===== config.mk =====
export PLATFORM = sky130hd
export DESIGN_NAME = spi_sd_top
export DESIGN_NICKNAME = d
export VERILOG_FILES = /design/src/design/spi_sd_pkg.sv /design/src/design/spi_sd_fifo.sv /design/src/design/spi_sd_clkdiv.sv /design/src/design/spi_sd_shifter.sv /design/src/design/spi_sd_xfer_fsm.sv /design/src/design/spi_sd_regs.sv /design/src/design/spi_sd_top.sv
export VERILOG_INCLUDE_DIRS = /design/src /design/src/design
export SDC_FILE = /design/constraint.sdc
export NUM_CORES = 1
export LEC_CHECK = 0
export ABC_AREA = 1
export BUFFER_PORTS_ARGS = -buffer_cell sky130_fd_sc_hd__buf_2
export CAP_MARGIN = 40
export CELL_PAD_IN_SITES_DETAIL_PLACEMENT = 0
export CELL_PAD_IN_SITES_GLOBAL_PLACEMENT = 1
export CORE_UTILIZATION = 35
export CTS_CLUSTER_SIZE = 28
export DETAILED_ROUTE_END_ITERATION = 10
export GPL_ROUTABILITY_DRIVEN = 1
export PLACE_DENSITY = 0.67
export SLEW_MARGIN = 40
export SYNTH_ARGS = -nofsm -noshare
export SYNTH_HDL_FRONTEND = slang
export SYNTH_HIERARCHICAL = 1
export SYNTH_SLANG_ARGS = --single-unit

===== constraint.sdc =====
create_clock -name i_clk -period 4.44 [get_ports i_clk]
set_clock_uncertainty 0.1 [all_clocks]
set_input_delay 0.444 -clock i_clk [delete_from_list [all_inputs] [get_ports i_clk]]
set_output_delay 0.444 -clock i_clk [all_outputs]
set_load 0.03 [all_outputs]

===== src/design/spi_sd_settings.svh =====
`ifndef SPI_SD_SETTINGS_SVH
`define SPI_SD_SETTINGS_SVH

// fifo depth is 2**log2, same for tx and rx
`define SPI_SD_FIFO_LOG2 4

// data path width, one sd byte
`define SPI_SD_DATA_W 8

// register word addresses
`define SPI_SD_ADDR_SCKDIV 8'h00
`define SPI_SD_ADDR_CTRL   8'h01 // write: count and crc, read: status
`define SPI_SD_ADDR_TXDATA 8'h02
`define SPI_SD_ADDR_RXDATA 8'h03

`endif


===== src/design/spi_sd_pkg.sv =====
`include "spi_sd_settings.svh"

package spi_sd_pkg;

    typedef logic [`SPI_SD_DATA_W-1:0] spi_byte_t;

    // transfer sequencer states, also visible in ctrl status
    typedef enum logic [1:0] {
        ST_IDLE      = 2'd0,
        ST_WAIT_EDGE = 2'd1,
        ST_SEND      = 2'd2,
        ST_ENDING    = 2'd3
    } xfer_state_e;

    // ctrl word as the host writes it
    typedef struct packed {
        logic [15:0] byte_cnt;
        logic [7:0]  rsvd_hi;
        logic        gen_crc;
        logic [6:0]  rsvd_lo;
    } ctrl_wr_t;

    // same address read back as status
    typedef struct packed {
        logic [15:0] byte_cnt;  // bytes still to send
        logic [7:0]  rsvd_hi;
        logic        gen_crc;
        logic        rsvd_6;
        xfer_state_e state;
        logic        rsvd_3;
        logic        miso;      // live input level
        logic        protect;
        logic        detected;
    } ctrl_rd_t;

    typedef union packed {
        ctrl_wr_t wr;
        ctrl_rd_t rd;
    } ctrl_word_u;

endpackage


===== src/design/spi_sd_fifo.sv =====
`include "spi_sd_settings.svh"

module spi_sd_fifo #(
    parameter int LOG2_DEPTH = `SPI_SD_FIFO_LOG2
) (
    input  logic                  i_clk,
    input  logic                  i_nrst,
    input  logic                  i_push,
    input  spi_sd_pkg::spi_byte_t i_wdata,
    input  logic                  i_pop,
    output spi_sd_pkg::spi_byte_t o_rdata,
    output logic                  o_full,
    output logic                  o_empty
);
    import spi_sd_pkg::*;

    localparam int DEPTH = 1 << LOG2_DEPTH;
    localparam int CNT_W = LOG2_DEPTH + 1;

    spi_byte_t             mem [DEPTH];
    logic [LOG2_DEPTH-1:0] wr_ptr;
    logic [LOG2_DEPTH-1:0] rd_ptr;
    logic [CNT_W-1:0]      count;
    logic                  push_ok;
    logic                  pop_ok;

    assign o_full  = (count == CNT_W'(DEPTH));
    assign o_empty = (count == '0);
    assign push_ok = i_push & ~o_full;   // full drops the push
    assign pop_ok  = i_pop & ~o_empty;
    assign o_rdata = mem[rd_ptr];        // head visible before the pop

    always_ff @(posedge i_clk) begin
        if (push_ok) begin
            mem[wr_ptr] <= i_wdata;
        end
    end

    always_ff @(posedge i_clk or negedge i_nrst) begin
        if (!i_nrst) begin
            wr_ptr <= '0;
            rd_ptr <= '0;
            count  <= '0;
        end else begin
            if (push_ok) wr_ptr <= wr_ptr + 1'b1;  // pointers wrap naturally
            if (pop_ok) rd_ptr <= rd_ptr + 1'b1;
            count <= count + CNT_W'(push_ok) - CNT_W'(pop_ok);
        end
    end

    a_count_bound: assert property (@(posedge i_clk) disable iff (!i_nrst)
        count <= CNT_W'(DEPTH));

endmodule


===== src/design/spi_sd_clkdiv.sv =====
module spi_sd_clkdiv (
    input  logic        i_clk,
    input  logic        i_nrst,
    input  logic [31:0] i_divider,
    input  logic        i_load,
    output logic        o_level,
    output logic        o_rise,
    output logic        o_fall
);

    logic [31:0] cnt;
    logic        level;
    logic        tick;

    // zero divider parks the timer
    assign tick = (|i_divider) & (cnt == i_divider - 32'd1) & ~i_load;

    assign o_level = level;
    assign o_rise  = tick & ~level;
    assign o_fall  = tick & level;

    always_ff @(posedge i_clk or negedge i_nrst) begin
        if (!i_nrst) begin
            cnt   <= '0;
            level <= 1'b1;  // first toggle is a fall, which opens a byte
        end else if (i_load) begin
            cnt <= '0;
        end else if (tick) begin
            cnt   <= '0;
            level <= ~level;
        end else if (|i_divider) begin
            cnt <= cnt + 32'd1;
        end
    end

    a_no_double_edge: assert property (@(posedge i_clk) disable iff (!i_nrst)
        !(o_rise && o_fall));

endmodule


===== src/design/spi_sd_shifter.sv =====
module spi_sd_shifter (
    input  logic                  i_clk,
    input  logic                  i_nrst,
    input  logic                  i_rise,
    input  logic                  i_fall,
    input  logic                  i_start,
    input  spi_sd_pkg::spi_byte_t i_tx_byte,
    input  logic                  i_crc_clear,
    input  logic                  i_miso,
    output logic                  o_mosi,
    output logic                  o_cs_active,
    output logic                  o_byte_done,
    output spi_sd_pkg::spi_byte_t o_rx_byte,
    output logic [6:0]            o_crc7
);
    import spi_sd_pkg::*;

    spi_byte_t  tx_shift;
    spi_byte_t  rx_shift;
    logic [2:0] bit_cnt;
    logic       cs;
    logic       pending;   // start seen, waiting for a fall
    logic       take;
    logic [6:0] crc7;
    logic [6:0] crc_nxt;
    logic       crc_fb;

    assign take   = i_fall & (i_start | pending);
    assign crc_fb = crc7[6] ^ tx_shift[7];

    // x^7 + x^3 + 1 over the bits driven on mosi
    always_comb begin
        crc_nxt = crc7;
        if (i_rise && cs) begin
            crc_nxt = {crc7[5:3], crc7[2] ^ crc_fb, crc7[1:0], crc_fb};
        end
    end

    assign o_mosi      = tx_shift[7];
    assign o_cs_active = cs;
    assign o_crc7      = crc_nxt;  // includes the bit sampled this cycle
    assign o_byte_done = i_rise & cs & (bit_cnt == 3'd0);
    assign o_rx_byte   = {rx_shift[6:0], i_miso};

    always_ff @(posedge i_clk or negedge i_nrst) begin
        if (!i_nrst) begin
            tx_shift <= '0;
            bit_cnt  <= '0;
            cs       <= 1'b0;
            pending  <= 1'b0;
            crc7     <= '0;
        end else begin
            crc7 <= i_crc_clear ? 7'd0 : crc_nxt;
            if (take) begin
                pending <= 1'b0;
            end else if (i_start) begin
                pending <= 1'b1;
            end
            if (take) begin
                tx_shift <= i_tx_byte;
                bit_cnt  <= 3'd7;
                cs       <= 1'b1;
            end else if (i_fall && cs) begin
                tx_shift <= {tx_shift[6:0], 1'b1};
                if (|bit_cnt) begin
                    bit_cnt <= bit_cnt - 3'd1;
                end else begin
                    cs <= 1'b0;  // last bit done, nothing queued
                end
            end
        end
    end

    always_ff @(posedge i_clk) begin
        if (i_rise && cs) rx_shift <= {rx_shift[6:0], i_miso};
    end

endmodule


===== src/design/spi_sd_xfer_fsm.sv =====
module spi_sd_xfer_fsm (
    input  logic                    i_clk,
    input  logic                    i_nrst,
    input  logic                    i_ctrl_load,
    input  logic [15:0]             i_ctrl_byte_cnt,
    input  logic                    i_ctrl_gen_crc,
    input  logic                    i_tx_empty,
    input  spi_sd_pkg::spi_byte_t   i_tx_data,
    input  logic                    i_byte_done,
    input  logic                    i_cs_active,
    input  logic [6:0]              i_crc7,
    output logic                    o_tx_pop,
    output logic                    o_start,
    output spi_sd_pkg::spi_byte_t   o_tx_byte,
    output logic                    o_crc_clear,
    output spi_sd_pkg::xfer_state_e o_state,
    output logic [15:0]             o_byte_cnt,
    output logic                    o_gen_crc
);
    import spi_sd_pkg::*;

    xfer_state_e state;
    logic [15:0] byte_cnt;
    logic        gen_crc;
    spi_byte_t   tx_val;
    logic        take_byte;
    logic        take_crc;

    // next byte comes from the fifo while the count lasts
    assign take_byte = (|byte_cnt) &
                       ((state == ST_IDLE) || (state == ST_SEND && i_byte_done));
    assign take_crc  = (state == ST_SEND) & i_byte_done & ~(|byte_cnt) & gen_crc;

    assign o_tx_pop    = take_byte & ~i_tx_empty;
    assign o_crc_clear = (state == ST_IDLE) & (|byte_cnt);
    assign o_start     = (state == ST_WAIT_EDGE);  // shifter holds it until a fall
    assign o_tx_byte   = tx_val;
    assign o_state     = state;
    assign o_byte_cnt  = byte_cnt;
    assign o_gen_crc   = gen_crc;

    always_ff @(posedge i_clk or negedge i_nrst) begin
        if (!i_nrst) begin
            state    <= ST_IDLE;
            byte_cnt <= '0;
            gen_crc  <= 1'b0;
        end else begin
            case (state)
                ST_IDLE: begin
                    if (take_byte) state <= ST_WAIT_EDGE;
                end
                ST_WAIT_EDGE: state <= ST_SEND;
                ST_SEND: begin
                    if (take_byte || take_crc) begin
                        state <= ST_WAIT_EDGE;
                    end else if (i_byte_done) begin
                        state <= ST_ENDING;
                    end
                end
                default: begin
                    if (!i_cs_active) state <= ST_IDLE;  // cs dropped on the last fall
                end
            endcase
            if (take_byte) byte_cnt <= byte_cnt - 16'd1;
            if (take_crc) gen_crc <= 1'b0;
            if (i_ctrl_load) begin  // host write wins
                byte_cnt <= i_ctrl_byte_cnt;
                gen_crc  <= i_ctrl_gen_crc;
            end
        end
    end

    always_ff @(posedge i_clk) begin
        if (take_byte) begin
            tx_val <= i_tx_empty ? 8'hFF : i_tx_data;  // dry fifo sends idle ones
        end else if (take_crc) begin
            tx_val <= {i_crc7, 1'b1};
        end
    end

    a_idle_no_cs: assert property (@(posedge i_clk) disable iff (!i_nrst)
        (state == ST_IDLE) |-> !i_cs_active);

endmodule


===== src/design/spi_sd_regs.sv =====
`include "spi_sd_settings.svh"

module spi_sd_regs (
    input  logic                    i_clk,
    input  logic                    i_nrst,
    input  logic                    i_req_valid,
    input  logic [7:0]              i_req_addr,
    input  logic                    i_req_write,
    input  logic [31:0]             i_req_wdata,
    output logic                    o_resp_valid,
    output logic [31:0]             o_resp_rdata,
    input  logic                    i_miso,
    input  logic                    i_detected,
    input  logic                    i_protect,
    input  spi_sd_pkg::xfer_state_e i_state,
    input  logic [15:0]             i_byte_cnt,
    input  logic                    i_gen_crc,
    input  logic                    i_tx_full,
    input  logic                    i_rx_empty,
    input  spi_sd_pkg::spi_byte_t   i_rx_data,
    output logic [31:0]             o_divider,
    output logic                    o_div_load,
    output logic                    o_ctrl_load,
    output logic [15:0]             o_ctrl_byte_cnt,
    output logic                    o_ctrl_gen_crc,
    output logic                    o_tx_push,
    output spi_sd_pkg::spi_byte_t   o_tx_data,
    output logic                    o_rx_pop
);
    import spi_sd_pkg::*;

    logic        wr_req;
    logic        rd_req;
    logic [31:0] divider;
    ctrl_word_u  cmd;
    ctrl_word_u  status;
    logic [31:0] rdata;

    assign wr_req = i_req_valid & i_req_write;
    assign rd_req = i_req_valid & ~i_req_write;
    assign cmd    = i_req_wdata;

    assign o_divider       = divider;
    assign o_div_load      = wr_req & (i_req_addr == `SPI_SD_ADDR_SCKDIV);
    assign o_ctrl_load     = wr_req & (i_req_addr == `SPI_SD_ADDR_CTRL);
    assign o_ctrl_byte_cnt = cmd.wr.byte_cnt;
    assign o_ctrl_gen_crc  = cmd.wr.gen_crc;
    assign o_tx_push       = wr_req & (i_req_addr == `SPI_SD_ADDR_TXDATA) & ~i_tx_full;
    assign o_tx_data       = i_req_wdata[7:0];
    assign o_rx_pop        = rd_req & (i_req_addr == `SPI_SD_ADDR_RXDATA) & ~i_rx_empty;

    always_comb begin
        status                = '0;
        status.rd.byte_cnt    = i_byte_cnt;
        status.rd.gen_crc     = i_gen_crc;
        status.rd.state       = i_state;
        status.rd.miso        = i_miso;
        status.rd.protect     = i_protect;
        status.rd.detected    = i_detected;
        rdata = '0;
        case (i_req_addr)
            `SPI_SD_ADDR_SCKDIV: rdata = divider;
            `SPI_SD_ADDR_CTRL:   rdata = status;
            `SPI_SD_ADDR_TXDATA: rdata[31] = i_tx_full;
            `SPI_SD_ADDR_RXDATA: begin
                rdata[31]  = i_rx_empty;
                rdata[7:0] = i_rx_data;  // head byte, popped this cycle
            end
            default: rdata = '0;
        endcase
    end

    always_ff @(posedge i_clk or negedge i_nrst) begin
        if (!i_nrst) begin
            divider      <= '0;
            o_resp_valid <= 1'b0;
        end else begin
            if (o_div_load) divider <= i_req_wdata;
            o_resp_valid <= i_req_valid;
        end
    end

    // writes answer with zero
    always_ff @(posedge i_clk) begin
        o_resp_rdata <= i_req_write ? 32'd0 : rdata;
    end

    a_one_cycle_resp: assert property (@(posedge i_clk) disable iff (!i_nrst)
        i_req_valid |=> o_resp_valid);

endmodule


===== src/design/spi_sd_top.sv =====
`include "spi_sd_settings.svh"

module spi_sd_top (
    input  logic        i_clk,
    input  logic        i_nrst,
    input  logic        i_req_valid,
    input  logic [7:0]  i_req_addr,
    input  logic        i_req_write,
    input  logic [31:0] i_req_wdata,
    output logic        o_resp_valid,
    output logic [31:0] o_resp_rdata,
    output logic        o_cs_n,
    output logic        o_sclk,
    output logic        o_mosi,
    input  logic        i_miso,
    input  logic        i_detected,
    input  logic        i_protect
);
    import spi_sd_pkg::*;

    logic [31:0] divider;
    logic        div_load, ctrl_load, ctrl_gen_crc;
    logic [15:0] ctrl_byte_cnt, byte_cnt;
    logic        gen_crc, tx_push, tx_pop, tx_full, tx_empty, rx_pop, rx_empty;
    spi_byte_t   tx_wdata, tx_head, rx_head, shift_tx_byte, rx_byte;
    logic        level, rise, fall, start, crc_clear, cs_active, byte_done;
    logic [6:0]  crc7;
    xfer_state_e state;

    assign o_sclk = level & cs_active;  // clock only shows inside cs
    assign o_cs_n = ~cs_active;

    spi_sd_regs u_regs (
        .i_clk(i_clk), .i_nrst(i_nrst), .i_req_valid(i_req_valid), .i_req_addr(i_req_addr),
        .i_req_write(i_req_write), .i_req_wdata(i_req_wdata), .o_resp_valid(o_resp_valid),
        .o_resp_rdata(o_resp_rdata), .i_miso(i_miso), .i_detected(i_detected),
        .i_protect(i_protect), .i_state(state), .i_byte_cnt(byte_cnt), .i_gen_crc(gen_crc),
        .i_tx_full(tx_full), .i_rx_empty(rx_empty), .i_rx_data(rx_head), .o_divider(divider),
        .o_div_load(div_load), .o_ctrl_load(ctrl_load), .o_ctrl_byte_cnt(ctrl_byte_cnt),
        .o_ctrl_gen_crc(ctrl_gen_crc), .o_tx_push(tx_push), .o_tx_data(tx_wdata),
        .o_rx_pop(rx_pop));

    spi_sd_fifo #(.LOG2_DEPTH(`SPI_SD_FIFO_LOG2)) tx_fifo (
        .i_clk(i_clk), .i_nrst(i_nrst), .i_push(tx_push), .i_wdata(tx_wdata), .i_pop(tx_pop),
        .o_rdata(tx_head), .o_full(tx_full), .o_empty(tx_empty));

    spi_sd_fifo #(.LOG2_DEPTH(`SPI_SD_FIFO_LOG2)) rx_fifo (
        .i_clk(i_clk), .i_nrst(i_nrst), .i_push(byte_done), .i_wdata(rx_byte), .i_pop(rx_pop),
        .o_rdata(rx_head), .o_full(), .o_empty(rx_empty));

    spi_sd_clkdiv u_clkdiv (
        .i_clk(i_clk), .i_nrst(i_nrst), .i_divider(divider), .i_load(div_load),
        .o_level(level), .o_rise(rise), .o_fall(fall));

    spi_sd_shifter u_shifter (
        .i_clk(i_clk), .i_nrst(i_nrst), .i_rise(rise), .i_fall(fall), .i_start(start),
        .i_tx_byte(shift_tx_byte), .i_crc_clear(crc_clear), .i_miso(i_miso), .o_mosi(o_mosi),
        .o_cs_active(cs_active), .o_byte_done(byte_done), .o_rx_byte(rx_byte), .o_crc7(crc7));

    spi_sd_xfer_fsm u_fsm (
        .i_clk(i_clk), .i_nrst(i_nrst), .i_ctrl_load(ctrl_load),
        .i_ctrl_byte_cnt(ctrl_byte_cnt), .i_ctrl_gen_crc(ctrl_gen_crc), .i_tx_empty(tx_empty),
        .i_tx_data(tx_head), .i_byte_done(byte_done), .i_cs_active(cs_active), .i_crc7(crc7),
        .o_tx_pop(tx_pop), .o_start(start), .o_tx_byte(shift_tx_byte), .o_crc_clear(crc_clear),
        .o_state(state), .o_byte_cnt(byte_cnt), .o_gen_crc(gen_crc));

endmodule


# --- Word-level counts from Yosys, hierarchy flattened ---
# Memory sizes are Yosys's and may differ from the RTL's.
# Index checks and enable logic that the tools add are counted.
word_totals:
  wordCells: 143
  reg_bits: 178
  mem_bits_rw: 256
  memories: 2
  out_inout_bits: 36
  inputBits: 47
mem_list:
  columns: ["memory", "words", "width", "rd", "rd_clocked_by_memory_dff", "write_ports", "line", "source"]
  rows:
  - ["rx_fifo.mem", 16, 8, 1, 0, 1, "spi_sd_fifo.sv:20", "spi_byte_t mem [DEPTH];"]
  - ["tx_fifo.mem", 16, 8, 1, 0, 1, "spi_sd_fifo.sv:20", null]
op_classes:
  addsub: 12
  bitwise: 38
  mux: 34
  eq_ne: 12
  reduce_logical: 24
op_table:
  columns: ["cell", "count"]
  rows:
  - ["2-to-1 mux 32 bit", 3]
  - ["case mux 23 bit (2 select lines)", 1]
  - ["2-to-1 mux 8 bit", 5]
  - ["adder 32 x 1 -> 32 bit, second input constant", 1]
  - ["equality test 32 bit", 1]
  - ["2-to-1 mux 16 bit", 2]
  - ["OR reduction 32 bit", 1]
  - ["subtractor 32 x 1 -> 32 bit, second input constant", 1]
  - ["bitwise AND 1 bit", 26]
  - ["case mux 8 bit (3 select lines)", 1]
  - ["adder 4 x 1 -> 4 bit, second input constant", 4]
  - ["equality test 8 x 2 -> 1 bit, second input constant", 2]
  - ["OR reduction 16 bit", 1]
  - ["subtractor 16 x 1 -> 16 bit, second input constant", 1]
  - ["2-to-1 mux 7 bit", 2]
  - ["nonzero test 2 bit", 6]
  - ["2-to-1 mux 1 bit", 11]
  - ["adder 5 x 1 -> 5 bit", 2]
  - ["equality test 5 bit, second input constant", 2]
  - ["zero test 5 bit", 2]
  - ["subtractor 5 x 1 -> 5 bit", 2]
  - ["2-to-1 mux 3 bit", 3]
  - ["inverter 1 bit", 9]
  - ["equality test 8 x 1 -> 1 bit, second input constant", 1]
  - ["20 further kinds", 30]

# --- Longest topological paths before layout ---
depth:
  depth_word: 13
  ltp_mapped: 35
  ltp_nobuf: 33

# --- Hierarchy ---
# The synthesis kept the hierarchy.
modules_own_cells:
  columns: ["mod", "area_per_inst_um2", "seq_area_each_um2", "n_inst", "cells_per_inst"]
  rows:
  - ["spi_sd_fifo", 6184.7, 4169.0, 2, 600]
  - ["spi_sd_clkdiv", 3865.0, 827.0, 1, 675]
  - ["spi_sd_regs", 2762.6, 1466.4, 1, 345]
  - ["spi_sd_xfer_fsm", 1757.9, 715.7, 1, 237]
  - ["spi_sd_shifter", 1226.2, 710.7, 1, 130]
  - ["spi_sd_top", 11.3, 0.0, 1, 3]

# --- Least setup slack after synthesis ---
# OpenSTA, ideal clock, no wires.
synth_timing:
  path_type: "input to register"
  start: "input i_req_addr[7]"
  end: "register tx_fifo.count[4]"
  path_stages: 35
  setup_ns: 0.126
  t_arrival_ns: 4.165
  path_buffers: 2
  setup_slack_ns: 0.049
  t_required_ns: 4.214
  cell_sequence: "nor2_1 -> nand2_2 -> nor2_8 -> nand3_2 -> clkinv_2 -> buf_6 -> nor2_1 -> nand4_1 -> nor2_1 -> nand3_1 -> nor2_1 -> nand2_1 -> nor2_1 -> nand2_1 -> nor2_1 -> nand4_1 -> nor2_1 -> nand2_4 -> nor2_1 -> inv_1 -> nor2_1 -> inv_1 -> nand2_1 -> nand2_2 -> buf_6 -> nor2_1 -> nand2_1 -> inv_1 -> ha_1 -> inv_1 -> ha_1 -> fa_1 -> nand3_1 -> nand2_1 -> xor2_1"
synth_via:
  elab_chain_cells: 13
  elab_cells_between_ends: 18
  classes_between: "2 x add/sub; 1 x eq/ne; 12 x bitwise; 3 x reduce/logical"
synth_lines:
  columns: ["element", "line", "source"]
  rows:
  - ["start: declaration", "spi_sd_top.sv:7", "input logic [7:0] i_req_addr,"]
  - ["zero test 8 bit (no line)", null, null]
  - ["bitwise AND 1 bit", "spi_sd_regs.sv:44", "assign o_div_load = wr_req & (i_req_addr == `SPI_SD_ADDR_SCKDIV);"]
  - ["net div_load", "spi_sd_top.sv:22", "logic div_load, ctrl_load, ctrl_gen_crc;"]
  - ["inverter 1 bit (no line)", null, null]
  - ["bitwise AND 1 bit", "spi_sd_clkdiv.sv:16", "assign tick = (|i_divider) & (cnt == i_divider - 32'd1) & ~i_load;"]
  - ["bitwise AND 1 bit", "spi_sd_clkdiv.sv:19", "assign o_rise = tick & ~level;"]
  - ["net rise", "spi_sd_top.sv:26", "logic level, rise, fall, start, crc_clear, cs_active, byte_done;"]
  - ["bitwise AND 1 bit (2 in series)", "spi_sd_shifter.sv:42", "assign o_byte_done = i_rise & cs & (bit_cnt == 3'd0);"]
  - ["net byte_done", "spi_sd_top.sv:26", null]
  - ["logical AND 1 bit", "spi_sd_xfer_fsm.sv:31", "((state == ST_IDLE) || (state == ST_SEND && i_byte_done));"]
  - ["logical OR 1 bit", "spi_sd_xfer_fsm.sv:31", null]
  - ["bitwise AND 1 bit", "spi_sd_xfer_fsm.sv:30", "assign take_byte = (|byte_cnt) &"]
  - ["bitwise AND 1 bit", "spi_sd_xfer_fsm.sv:34", "assign o_tx_pop = take_byte & ~i_tx_empty;"]
  - ["net tx_pop", "spi_sd_top.sv:24", "logic gen_crc, tx_push, tx_pop, tx_full, tx_empty, rx_pop, rx_empty;"]
  - ["bitwise AND 1 bit", "spi_sd_fifo.sv:30", "assign pop_ok = i_pop & ~o_empty;"]
  - ["net tx_fifo.pop_ok", "spi_sd_fifo.sv:25", "logic pop_ok;"]
  - ["subtractor 5 x 1 -> 5 bit", "spi_sd_fifo.sv:47", "count <= count + CNT_W'(push_ok) - CNT_W'(pop_ok);"]
  - ["end signal: assignment", "spi_sd_fifo.sv:47", null]
  - ["end: declaration", "spi_sd_fifo.sv:23", "logic [CNT_W-1:0] count;"]
# The timed path passes the listed nets, and every way through them passes these cells.
# A chain may end at the register's enable or synchronous reset.

# --- Worst setup path after layout ---
layout_timing:
  start: "register u_regs.divider[1] (netlist: u_regs/o_divider[1])"
  end: "register tx_fifo.count[4]"
layout_via:
  elab_chain_cells: 13
  elab_cells_between_ends: 14
  classes_between: "2 x add/sub; 1 x eq/ne; 8 x bitwise; 3 x reduce/logical"
layout_lines:
  columns: ["element", "line", "source"]
  rows:
  - ["start: declaration", "spi_sd_regs.sv:34", "logic [31:0] divider;"]
  - ["start signal: assignment", "spi_sd_regs.sv:78", "if (o_div_load) divider <= i_req_wdata;"]
  - ["subtractor 32 x 1 -> 32 bit", "spi_sd_clkdiv.sv:16", null]
  - ["equality test 32 bit", "spi_sd_clkdiv.sv:16", null]
  - ["bitwise AND 1 bit (*) (2 in series)", "spi_sd_clkdiv.sv:16", null]
  - ["bitwise AND 1 bit (*)", "spi_sd_clkdiv.sv:19", null]
  - ["net rise", "spi_sd_top.sv:26", null]
  - ["bitwise AND 1 bit (*) (2 in series)", "spi_sd_shifter.sv:42", null]
  - ["net byte_done", "spi_sd_top.sv:26", null]
  - ["logical AND 1 bit (*)", "spi_sd_xfer_fsm.sv:31", null]
  - ["logical OR 1 bit (*)", "spi_sd_xfer_fsm.sv:31", null]
  - ["bitwise AND 1 bit (*)", "spi_sd_xfer_fsm.sv:30", null]
  - ["bitwise AND 1 bit (*)", "spi_sd_xfer_fsm.sv:34", null]
  - ["net tx_pop", "spi_sd_top.sv:24", null]
  - ["bitwise AND 1 bit (*)", "spi_sd_fifo.sv:30", null]
  - ["net tx_fifo.pop_ok", "spi_sd_fifo.sv:25", null]
  - ["subtractor 5 x 1 -> 5 bit (*)", "spi_sd_fifo.sv:47", null]
# Mark *: on every way through the listed nets, which the timed path passes. The rest lies on a longest branch.

==> metrics.cfg <==
[logic_synthesis]
syn_area_per_cell_um2=8.49
synth_area_um2=22000
ys_warn_count=6
synthesis.nets=2667
synth_cells=2589

[cts]
clkLatencyLatePin_ps=590
cts.sinks=434
cts_buffer_depth=3
clkTransAtPathRegs_ps=60
cts.htree.levels=2
cts_tree=done
numCtsBuffers=47
root_buffer=clkbuf_16

[timing]
hold_viol=0
drv_slew=0
relSlewSlack_pct=43.4
whs_ps=32.3
min_period_ps=4270
setup_viol=0
worst_pin_slew_ps=846
fmax_mhz=234
rsz0062_at_grt=true
fin_crit_sh_pct=96.3

[worst_setup_path]
crit_fanout=7
cp-startpoint=u_regs/o_divider[1]
crit_arrival_ps=4620
crit_slowest_cell=dfrtp_1
required_ps=4780
max_stage_delay_ps=410
worstSetupEndpointType=flip-flop
cp.depth=31
crit_family=simple AND/OR/NAND/NOR gates
criticalPathCategory=reg2reg
rr_worst_depth=31
crit_path_frequent_cell=nand2_1
cp.buffers_inverters=6
cp-start-kind=flip-flop
r2r_start=u_regs/o_divider[1]

[worst_hold_path]
holdCritStartpoint=i_req_wdata[17]
min_path_type=in2reg
holdPathStages=3

[detailed_routing]
drt_iter0_drc=1401
drt-vias-per-instance=4.79
totalWireLength_um=63100
final_antenna_net_count=0
firstDrtPassIters=5
detail_route.drc_violations=0
vias=17375
wire_per_inst_um=17.4

[global_route]
grt-ovfl-total=0
grt_max_degree=76
grt_first_pass_wirelength_um=97200
grt_pass1_vias=16468
grt_usage_pct=19.9
antenna_found_initial=1

[floorplanning]
rows=91
die_h_um=253
initial_core_util_pct=35.5
core_area_um2=61900
dieArea_um2=63800
die-width_um=253
ios=83

[power_and_ir_drop]
ir_drop_mv=0.325
power_density_nw_per_um2=420
p_leak_uw=0.0116

[status]
status=finished, final reports clean

[job]
max_cap_viol_count=0

[cells_and_area]
num_antenna_cells=0
fin_nets=2829
area_growth_pct=16.0
fillers=6282
final_layout_size_suffix_gt1_share_pct=13.5
final_cells=3626

[place]
port_buffers=82
dp.cells=3500
place.gp.congestion=0.916
hpwl_um=43900

-- per-stage QoR --
stage               power, uW  TNS (ps)  util (%)  cell area [um^2]  setup WS (ps)
global route            11200      -100      41.2             25500           -100
floorplan                6010         0         -             22000           48.9
detailed placement       6640     -96.7      38.0             23500          -96.7
global placement         6630     -48.4      37.9             23500          -48.4
CTS                     10700         0      40.9             25300           22.8
finish                  10700         0      41.2             25500            166
-- cell type report --
| class | instances | area, um^2 | share of cell area [%] |
|---|---|---|---|
| repair buffers | 212 | 1460 | 5.72 |
| clock inverters | 28 | 231 | 0.908 |
| clock buffers | 59 | 1290 | 5.08 |
| flip-flops and latches | 434 | 12100 | 47.3 |
| well taps | 837 | 1050 | 4.11 |
| multi-input cells | 1769 | 8310 | 32.6 |
| inverters | 287 | 1090 | 4.27 |
-- flip-flops by register name (all words and copies together), names as in the netlist, 2 cells and up --
name / flops
u_fsm/o_tx_byte: 8
tx_fifo/count: 5
u_regs/o_resp_rdata: 32
tx_fifo/wr_ptr: 4
tx_fifo/rd_ptr: 4
u_regs/o_divider: 32
u_fsm/o_state: 2
rx_fifo/wr_ptr: 4
u_clkdiv/cnt: 32
u_shifter/tx_shift: 8
u_shifter/crc7: 7
tx_fifo/mem: 128
u_shifter/bit_cnt: 3
rx_fifo/mem: 128
rx_fifo/count: 5
u_fsm/o_byte_cnt: 16
rx_fifo/rd_ptr: 4
u_shifter/rx_shift: 7
-- layout by cell type, fill, tap and decap left out, drive strengths merged, types with 4 or more instances in the layout --
cell type and count:
clkinvlp 4, edfxtp 271, xnor2 20, inv 285, nand3 223, nand2 910
a21oi 32, dfrtp 130, clkinv 23, o211ai 5, dfxtp 32, xor2 49
buf 194, nand4 35, nor4 4, nor3 15, clkbuf 59, nand3b 6
nor2 336, o21ai 85, ha 29, dlygate4sd3 18, or2 8
-- metal layers --
metal  track usage (%)  up-vias  part of all wire, %
met1              29.8     8307                   49
met3              2.74       75                  5.1
met4              4.57        2                  1.8
met2              30.0      410                   44
li1                  -     8581                    -
met5                 0        -                0.014
-- what timing repair did --
action / 4_1_cts / 5_1_grt
endpoints found under the setup margin: 1 / 7
endpoints found under the hold margin: 73 / 0
buffers inserted: 12 / 9
resized for setup: 9 / 26
gates cloned: 0 / 0
pin swaps: 4 / 19
hold buffers: 18 / 0
-- worst register-to-register path: cells and delay by family, from the launching register on --
family / cells / cell delay (ps)
compound gates: 1 / 120
simple gates: 19 / 2120
buf+inv: 6 / 450
xor+xnor: 1 / 160
fa+ha+maj: 4 / 800
flops: 1 / 410
-- final timing paths --
kind,endpoint,slack [ps]
min in group asynchronous,u_fsm/o_byte_cnt[8],320
max in group asynchronous,u_regs/o_divider[9],3040
min reg2reg,u_shifter/tx_shift[1],380
max,tx_fifo/count[4],170
max reg2reg,tx_fifo/count[4],170
min,u_regs/o_divider[17],30
-- power by group --
group / total (uW) / internal [uW] / switching (uW)
Combinational: 2000 / 784 / 1210
Clock: 3910 / 2250 / 1660
Sequential: 4800 / 4470 / 330
Total: 10700 / 7500 / 3200
(Power assumes the default switching activity.)
